`config.mk`:
```
export PLATFORM = sky130hd
export DESIGN_NAME = swu_top
export DESIGN_NICKNAME = d
export VERILOG_FILES = /design/src/verilog/swu_geom_pkg.sv /design/src/verilog/swu_types_pkg.sv /design/src/verilog/swu_lane.sv /design/src/verilog/swu_top.sv /design/src/verilog/swu_window_out.sv /design/src/verilog/swu_word_sched.sv
export SDC_FILE = /design/constraint.sdc
export NUM_CORES = 2
export LEC_CHECK = 0
export BUFFER_PORTS_ARGS = -buffer_cell sky130_fd_sc_hd__buf_2
export CORE_UTILIZATION = 50
export CTS_CLUSTER_SIZE = 24
export DETAILED_ROUTE_END_ITERATION = 16
export PLACE_DENSITY = 0.69
export RECOVER_POWER = 25
export SYNTH_ARGS = -nofsm -noshare
export SYNTH_HDL_FRONTEND = slang
export SYNTH_SLANG_ARGS = --single-unit
```
`constraint.sdc`:
```
create_clock -name clk -period 7.5 [get_ports clk]
set_clock_uncertainty 0.2 [all_clocks]
set_input_delay 1.125 -clock clk [delete_from_list [all_inputs] [get_ports clk]]
set_output_delay 1.125 -clock clk [all_outputs]
set_load 0.02 [all_outputs]
```
`src/verilog/swu_geom_pkg.sv`:
```
package swu_geom_pkg;

    // Array geometry
    localparam int NUM_LANES = 16;
    localparam int WORD_W    = 32;
    localparam int NUM_WORDS = 15;

    // Window and framing
    localparam int WIN_W   = 7;
    localparam int PAD_LEN = 5;

    // External RAM
    localparam int RD_LAT = 2;
    localparam int ADDR_W = $clog2(NUM_WORDS);

    ////////////////////////////////////////
    // Derived stream lengths
    ////////////////////////////////////////

    // 5 pad + 480 row bits + 5 pad
    localparam int STREAM_LEN = 2 * PAD_LEN + NUM_WORDS * WORD_W;

    localparam int NUM_WINDOWS = STREAM_LEN - WIN_W + 1;

endpackage

```
`src/verilog/swu_types_pkg.sv`:
```
package swu_types_pkg;

    import swu_geom_pkg::*;

    // RAM side
    typedef logic [ADDR_W-1:0] addr_t;

    typedef logic [WORD_W-1:0] lane_word_t;

    // One column per lane, lane i at slice i
    typedef logic [NUM_LANES-1:0][WORD_W-1:0] ram_row_t;

    ////////////////////////////////////////
    // Broadcast lane control
    ////////////////////////////////////////

    typedef struct packed {
        logic load_next;
        logic shift;
        logic use_pad;
        logic win_ok;
    } lane_ctl_t;

    // Oldest stream bit sits in the MSB
    typedef logic [WIN_W-1:0] window_t;

    typedef logic [NUM_LANES-1:0][WIN_W-1:0] window_vec_t;

endpackage

```
`src/verilog/swu_lane.sv`:
```
`timescale 1ns/10ps

module swu_lane import swu_geom_pkg::*, swu_types_pkg::*; (
    input  logic       clk,
    input  logic       rst_n,
    input  lane_ctl_t  lane_ctl,
    input  lane_word_t word_in,
    output window_t    window
);

    typedef logic [$clog2(WORD_W + 1)-1:0] bit_left_t;

    lane_word_t nxt_word;
    lane_word_t cur_word;
    bit_left_t  cur_left;
    logic       cur_empty;
    logic       cur_last;
    logic       row_shift;
    logic       new_bit;

    assign cur_empty = (cur_left == '0);
    assign cur_last  = (cur_left == bit_left_t'(1));
    assign row_shift = lane_ctl.shift && !lane_ctl.use_pad;

    // Pad ones or row bits MSB first
    assign new_bit = lane_ctl.use_pad ? 1'b1 : cur_word[WORD_W-1];

    ////////////////////////////////////////
    // Bit bookkeeping and window
    ////////////////////////////////////////

    always_ff @(posedge clk or negedge rst_n) begin
        if (!rst_n) begin
            cur_left <= '0;
            window   <= '0;
        end else begin
            if (lane_ctl.load_next && cur_empty) begin
                cur_left <= bit_left_t'(WORD_W);
            end else if (row_shift) begin
                // Prefetched word takes over as the last bit leaves
                cur_left <= cur_last ? bit_left_t'(WORD_W) : cur_left - 1'b1;
            end
            if (lane_ctl.shift) begin
                window <= {window[WIN_W-2:0], new_bit};
            end
        end
    end

    ////////////////////////////////////////
    // Word buffers
    ////////////////////////////////////////

    always_ff @(posedge clk) begin
        // First word goes straight to the shifter
        if (lane_ctl.load_next && cur_empty) begin
            cur_word <= word_in;
        end else if (row_shift) begin
            cur_word <= cur_last ? nxt_word : {cur_word[WORD_W-2:0], 1'b0};
        end

        if (lane_ctl.load_next && !cur_empty) begin
            nxt_word <= word_in;
        end
    end

endmodule

```
`src/verilog/swu_top.sv`:
```
`timescale 1ns/10ps

module swu_top import swu_geom_pkg::*, swu_types_pkg::*; (
    input  logic        clk,
    input  logic        rst_n,
    input  ram_row_t    ram_data,
    output addr_t       ram_addr,
    output logic        ram_rd,
    output window_vec_t windows,
    output logic        pe_en,
    output logic        busy,
    output logic        done
);

    lane_ctl_t   lane_ctl;
    logic        first_win;
    logic        last_win;
    window_vec_t lane_windows;

    swu_word_sched sched_inst (
        .clk       (clk),
        .rst_n     (rst_n),
        .ram_addr  (ram_addr),
        .ram_rd    (ram_rd),
        .lane_ctl  (lane_ctl),
        .first_win (first_win),
        .last_win  (last_win)
    );

    ////////////////////////////////////////
    // Lanes
    ////////////////////////////////////////

    for (genvar i = 0; i < NUM_LANES; i++) begin : g_lane
        swu_lane lane_inst (
            .clk      (clk),
            .rst_n    (rst_n),
            .lane_ctl (lane_ctl),
            .word_in  (ram_data[i]),
            .window   (lane_windows[i])
        );
    end

    swu_window_out out_inst (
        .clk          (clk),
        .rst_n        (rst_n),
        .lane_ctl     (lane_ctl),
        .first_win    (first_win),
        .last_win     (last_win),
        .lane_windows (lane_windows),
        .windows      (windows),
        .pe_en        (pe_en),
        .busy         (busy),
        .done         (done)
    );

endmodule

```
`src/verilog/swu_window_out.sv`:
```
`timescale 1ns/10ps

module swu_window_out import swu_types_pkg::*; (
    input  logic        clk,
    input  logic        rst_n,
    input  lane_ctl_t   lane_ctl,
    input  logic        first_win,
    input  logic        last_win,
    input  window_vec_t lane_windows,
    output window_vec_t windows,
    output logic        pe_en,
    output logic        busy,
    output logic        done
);

    logic       shift_d;
    logic       win_ok_d;
    logic [1:0] last_d;

    // Lane windows trail the control by one cycle, outputs by two
    always_ff @(posedge clk or negedge rst_n) begin
        if (!rst_n) begin
            shift_d  <= 1'b0;
            win_ok_d <= 1'b0;
            last_d   <= '0;
            windows  <= '0;
            pe_en    <= 1'b0;
            busy     <= 1'b0;
            done     <= 1'b0;
        end else begin
            shift_d  <= lane_ctl.shift;
            win_ok_d <= lane_ctl.win_ok;
            last_d   <= {last_d[0], last_win};
            pe_en    <= win_ok_d;
            if (shift_d) begin
                windows <= lane_windows;
            end
            if (first_win) begin
                busy <= 1'b1;
            end
            // Drop busy once the last window has been presented
            if (last_d[1]) begin
                busy <= 1'b0;
                done <= 1'b1;
            end
        end
    end

endmodule

```
`src/verilog/swu_word_sched.sv`:
```
`timescale 1ns/10ps

module swu_word_sched import swu_geom_pkg::*, swu_types_pkg::*; (
    input  logic      clk,
    input  logic      rst_n,
    output addr_t     ram_addr,
    output logic      ram_rd,
    output lane_ctl_t lane_ctl,
    output logic      first_win,
    output logic      last_win
);

    typedef enum logic [1:0] {
        PH_HEAD,
        PH_ROW,
        PH_TAIL,
        PH_FIN
    } phase_t;

    typedef logic [$clog2(STREAM_LEN)-1:0] bit_cnt_t;
    typedef logic [$clog2(WORD_W)-1:0]     gap_cnt_t;

    phase_t            phase;
    phase_t            phase_nxt;
    logic              started;
    bit_cnt_t          bit_cnt;
    gap_cnt_t          gap_cnt;
    logic [RD_LAT-1:0] rd_pipe;
    logic              shift;

    ////////////////////////////////////////
    // RAM reads
    ////////////////////////////////////////

    // Word 0 on the first clock, then one word every WORD_W cycles
    always_ff @(posedge clk or negedge rst_n) begin
        if (!rst_n) begin
            started  <= 1'b0;
            ram_rd   <= 1'b0;
            ram_addr <= '0;
            gap_cnt  <= '0;
        end else begin
            started <= 1'b1;
            ram_rd  <= !started;
            if (started) begin
                gap_cnt <= gap_cnt + 1'b1;
                if (gap_cnt == gap_cnt_t'(WORD_W - 1) &&
                    ram_addr != addr_t'(NUM_WORDS - 1)) begin
                    ram_rd   <= 1'b1;
                    ram_addr <= ram_addr + 1'b1;
                end
            end
        end
    end

    // Read data lands RD_LAT cycles after the strobe
    always_ff @(posedge clk or negedge rst_n) begin
        if (!rst_n) begin
            rd_pipe <= '0;
        end else begin
            rd_pipe <= {rd_pipe[RD_LAT-2:0], ram_rd};
        end
    end

    ////////////////////////////////////////
    // Stream phases
    ////////////////////////////////////////

    assign shift = started && (phase != PH_FIN);

    always_comb begin
        phase_nxt = phase;
        case (phase)
            PH_HEAD: if (bit_cnt == bit_cnt_t'(PAD_LEN - 1)) phase_nxt = PH_ROW;
            PH_ROW:  if (bit_cnt == bit_cnt_t'(STREAM_LEN - PAD_LEN - 1)) phase_nxt = PH_TAIL;
            PH_TAIL: if (bit_cnt == bit_cnt_t'(STREAM_LEN - 1)) phase_nxt = PH_FIN;
            default: phase_nxt = PH_FIN;
        endcase
    end

    // bit_cnt holds the number of shifts already done
    always_ff @(posedge clk or negedge rst_n) begin
        if (!rst_n) begin
            phase   <= PH_HEAD;
            bit_cnt <= '0;
        end else begin
            phase <= phase_nxt;
            if (shift) begin
                bit_cnt <= bit_cnt + 1'b1;
            end
        end
    end

    always_comb begin
        lane_ctl.load_next = rd_pipe[RD_LAT-1];
        lane_ctl.shift     = shift;
        lane_ctl.use_pad   = (phase != PH_ROW);
        // Window is full from the seventh shift on
        lane_ctl.win_ok    = shift && (bit_cnt >= bit_cnt_t'(WIN_W - 1));
    end

    // Run start, one cycle ahead of the first read strobe
    assign first_win = !started;
    assign last_win  = shift && (bit_cnt == bit_cnt_t'(STREAM_LEN - 1));

endmodule
```
==> qor.csv <==
stage;metric;value;unit
worst_setup_path;cpPeakStageDelay;1.48;ns
worst_setup_path;timing_worst_setup_path_type;reg2reg;
layout;regArea;39530;um^2
cts;root_buffer;clkbuf_16;
route;drt_pass1_iterations;7;
cts;cts-resized-gates;0;
global_route;grt_max_degree;129;
floorplan;initial_core_util;50.64;%
route;postRouteAntennaNets;0;
worst_setup_path;end_kind;flip-flop;
floorplan;die-area;114100;um^2
power_and_ir_drop;vdd_drop_max;0.2318;mV
timing;relSlewSlack;-118.9;%
layout;num-fill-cells;9095;
synth;synth_top_area_cell;edfxtp_1;
synth;yosys_warnings;0;
floorplan;io_pins;634;
floorplan;die-width;337.7;um
run_status;outcome;complete, but fails checks;
synth;yosysMostFrequentCell;edfxtp_1;
synth;yosys_most_used_dff;edfxtp_1;
worst_setup_path;cp_data_arrival_time;4.75;ns
synth;syn-cell-area;56360;um^2
timing;fmax;230.1;MHz
cts;clk_latency;0.73;ns
placement;place_congestion;0.8122;
worst_setup_path;rrSetupSlack;3.15;ns
route;drt-total-wl;127.2;mm
route;drt-initial-drc-count;2258;
cts;cts_buffer_depth;3;
cts;numCtsBuffers;146;
synth;yosysSeqAreaShare;70.15;%
worst_hold_path;hold_class;reg2reg;
layout;area_growth;15.46;%
synth;synth_top_area_share;54.56;%
synth;synth.distinct_cells;63;
synth;synthTopCellsByArea;edfxtp_1 55%, dfrtp_1 16%, nand2_1 6.2%;
cts;htree_levels;4;
worst_setup_path;crit_path_start_kind;flip-flop;
worst_setup_path;crit_buf_inv;2;
flow_run;maxCapViolCount;5;
global_route;antenna_found_initial;50;
timing;holdWs;0.1428;ns
floorplan;rows;122;
layout;nets;5554;
synth;syn_inst;4420;
layout;drive_gt1_share;14.98;%
timing;tns;0;ns
worst_setup_path;crit_chain;a21bo_1, clkinvlp_2, buf_4, o22a_1;
timing;period_share;57.94;%
cts;cts_setup_buffers;0;
timing;setup_viol;0;
placement;port_buffers;633;
route;routed_via_density;5.390;
timing;slew_viol_final;283;
synth;synth_edf_count;1024;
synth;async_flop_share;25.53;%
floorplan;die-height;337.7;um
synth;ys_ff_latch;1375;
route;vias;35759;
synth;syn_avg_cell_area;12.75;um^2
layout;multi_input_area;15500;um^2
timing;hold_viol;0;
power_and_ir_drop;power_leakage;25.99;nW
route;drc;0;
timing;rsz0062_at_grt;false;
placement;dp_hpwl;81.60;mm
cts;cts_tree;yes;
cts;clk_pin_slew;0.06;ns
power_and_ir_drop;power_density;356.7;nW/um^2
route;wl_per_cell;19.17;um
worst_setup_path;crit_fanout;79;
global_route;grt_pass1_vias;34588;
timing;tightest_slew;3.283;ns
synth;yosys-top-cells-count;1024 x edfxtp_1, 936 x nand2_1, 416 x a21oi_1;
timing;period_needed;4.345;ns
floorplan;core_region_area;111300;um^2
run_status;violations;capacitance limit, slew limit;
worst_setup_path;slowest_stage;clkinvlp_2;
worst_setup_path;crit_family;buffers and inverters;
worst_setup_path;required;7.90;ns
cts;ctsHoldBuffers;0;
global_route;overflow;0;
global_route;grt_pass1_wl;195.5;mm
cts;cts.sinks;1375;
synth;synth_nets;4974;
global_route;track_usage;21.91;%
==> power by group <==
part | leakage [nW] | switching [mW] | internal (mW)
Sequential | 14.2 | 1.01 | 10.8
Combinational | 9.48 | 2.67 | 1.67
Clock | 2.32 | 2.94 | 4.15
Total | 26.0 | 6.61 | 16.6
==> metrics by stage <==
| step | power, mW | setup slack [ns] | utilization, % | cells | instance area (um^2) |
|---|---|---|---|---|---|
| 3_3_place_gp | 16.13 | 4.373 | 54.56 | 6340 | 60710 |
| 4_1_cts | 23.48 | 4.356 | 58.80 | 6607 | 65430 |
| 6_report | 23.21 | 3.155 | 58.47 | 6634 | 65070 |
| 5_1_grt | 24.46 | 2.744 | 58.45 | 6625 | 65050 |
| 2_1_floorplan | 14.77 | 4.076 | - | 4420 | 56360 |
| 3_5_place_dp | 16.34 | 4.360 | 54.56 | 6340 | 60710 |
==> sequential cells by signal (all words and copies together), names as in the netlist <==
signal                     count
g_lane.lane_inst.cur_word    512
g_lane.lane_inst.nxt_word    512
g_lane.lane_inst.window      112
out_inst.windows             112
g_lane.lane_inst.cur_left     96
sched_inst.bit_cnt             9
sched_inst.gap_cnt             5
sched_inst.ram_addr            4
out_inst.last_d                2
sched_inst.phase               2
sched_inst.rd_pipe             2
out_inst.busy                  1
out_inst.done                  1
out_inst.pe_en                 1
out_inst.shift_d               1
out_inst.win_ok_d              1
sched_inst.ram_rd              1
sched_inst.started             1
==> cell usage in the layout, fill, tap and decap left out, types with 67 or more instances in the layout <==
| master | instances |
|---|---|
| edfxtp_1 | 1024 |
| nand2_1 | 933 |
| a21oi_1 | 403 |
| clkbuf_1 | 351 |
| dfrtp_1 | 351 |
| nor2_1 | 320 |
| buf_2 | 314 |
| o21ai_0 | 257 |
| mux2i_1 | 251 |
| clkbuf_16 | 152 |
| mux2_2 | 132 |
| a31oi_1 | 67 |
==> routing by layer <==
layer / GRT usage (%) / routed length, um
met1: 28.90 / 53240
met2: 35.00 / 61180
met3: 5.868 / 8981
met4: 7.673 / 3509
met5: 0 / 265
==> worst reg2reg max path: cells and delay by family, from the launching register on <==
kind | cells | cell delay [ns]
AO/OA/AOI/OAI | 2 | 1.12
flip-flops | 1 | 0.53
buffers and inverters | 2 | 2.38
==> final timing paths <==
kind / startpoint / endpoint / cells past startpoint
worst min-delay path: out_inst.win_ok_d$_DFF_PN0_ / out_inst.pe_en$_DFF_PN0_ / 0
worst max register to register: sched_inst.started$_DFF_PN0_ / g_lane[11].lane_inst.window[0]$_DFFE_PN0P_ / 4
worst max-delay path: sched_inst.started$_DFF_PN0_ / g_lane[11].lane_inst.window[0]$_DFFE_PN0P_ / 4
max in group asynchronous: rst_n / out_inst.windows[96]$_DFFE_PN0P_ / 2
worst min register to register: out_inst.win_ok_d$_DFF_PN0_ / out_inst.pe_en$_DFF_PN0_ / 0
min in group asynchronous: rst_n / out_inst.windows[40]$_DFFE_PN0P_ / 1
==> cell families after synthesis <==
| kind of cell | synth area share [%] |
|---|---|
| xor+xnor | 0.2176 |
| other cells | 0.006654 |
| buf+inv | 2.633 |
| compound gates | 8.272 |
| fa+ha+maj | 0.8881 |
| simple gates | 10.71 |
| mux | 7.122 |
| flops | 70.15 |
==> area by class of cell <==
cell class,instances,share of cell area (%)
inverters,47,0.2730
multi-input cells,2739,23.82
flip-flops and latches,1375,60.76
clock inverters,73,1.027
repair buffers,691,4.934
well taps,1488,2.861
clock buffers,194,6.226
diodes,27,0.1038
(Power assumes the default switching activity.)
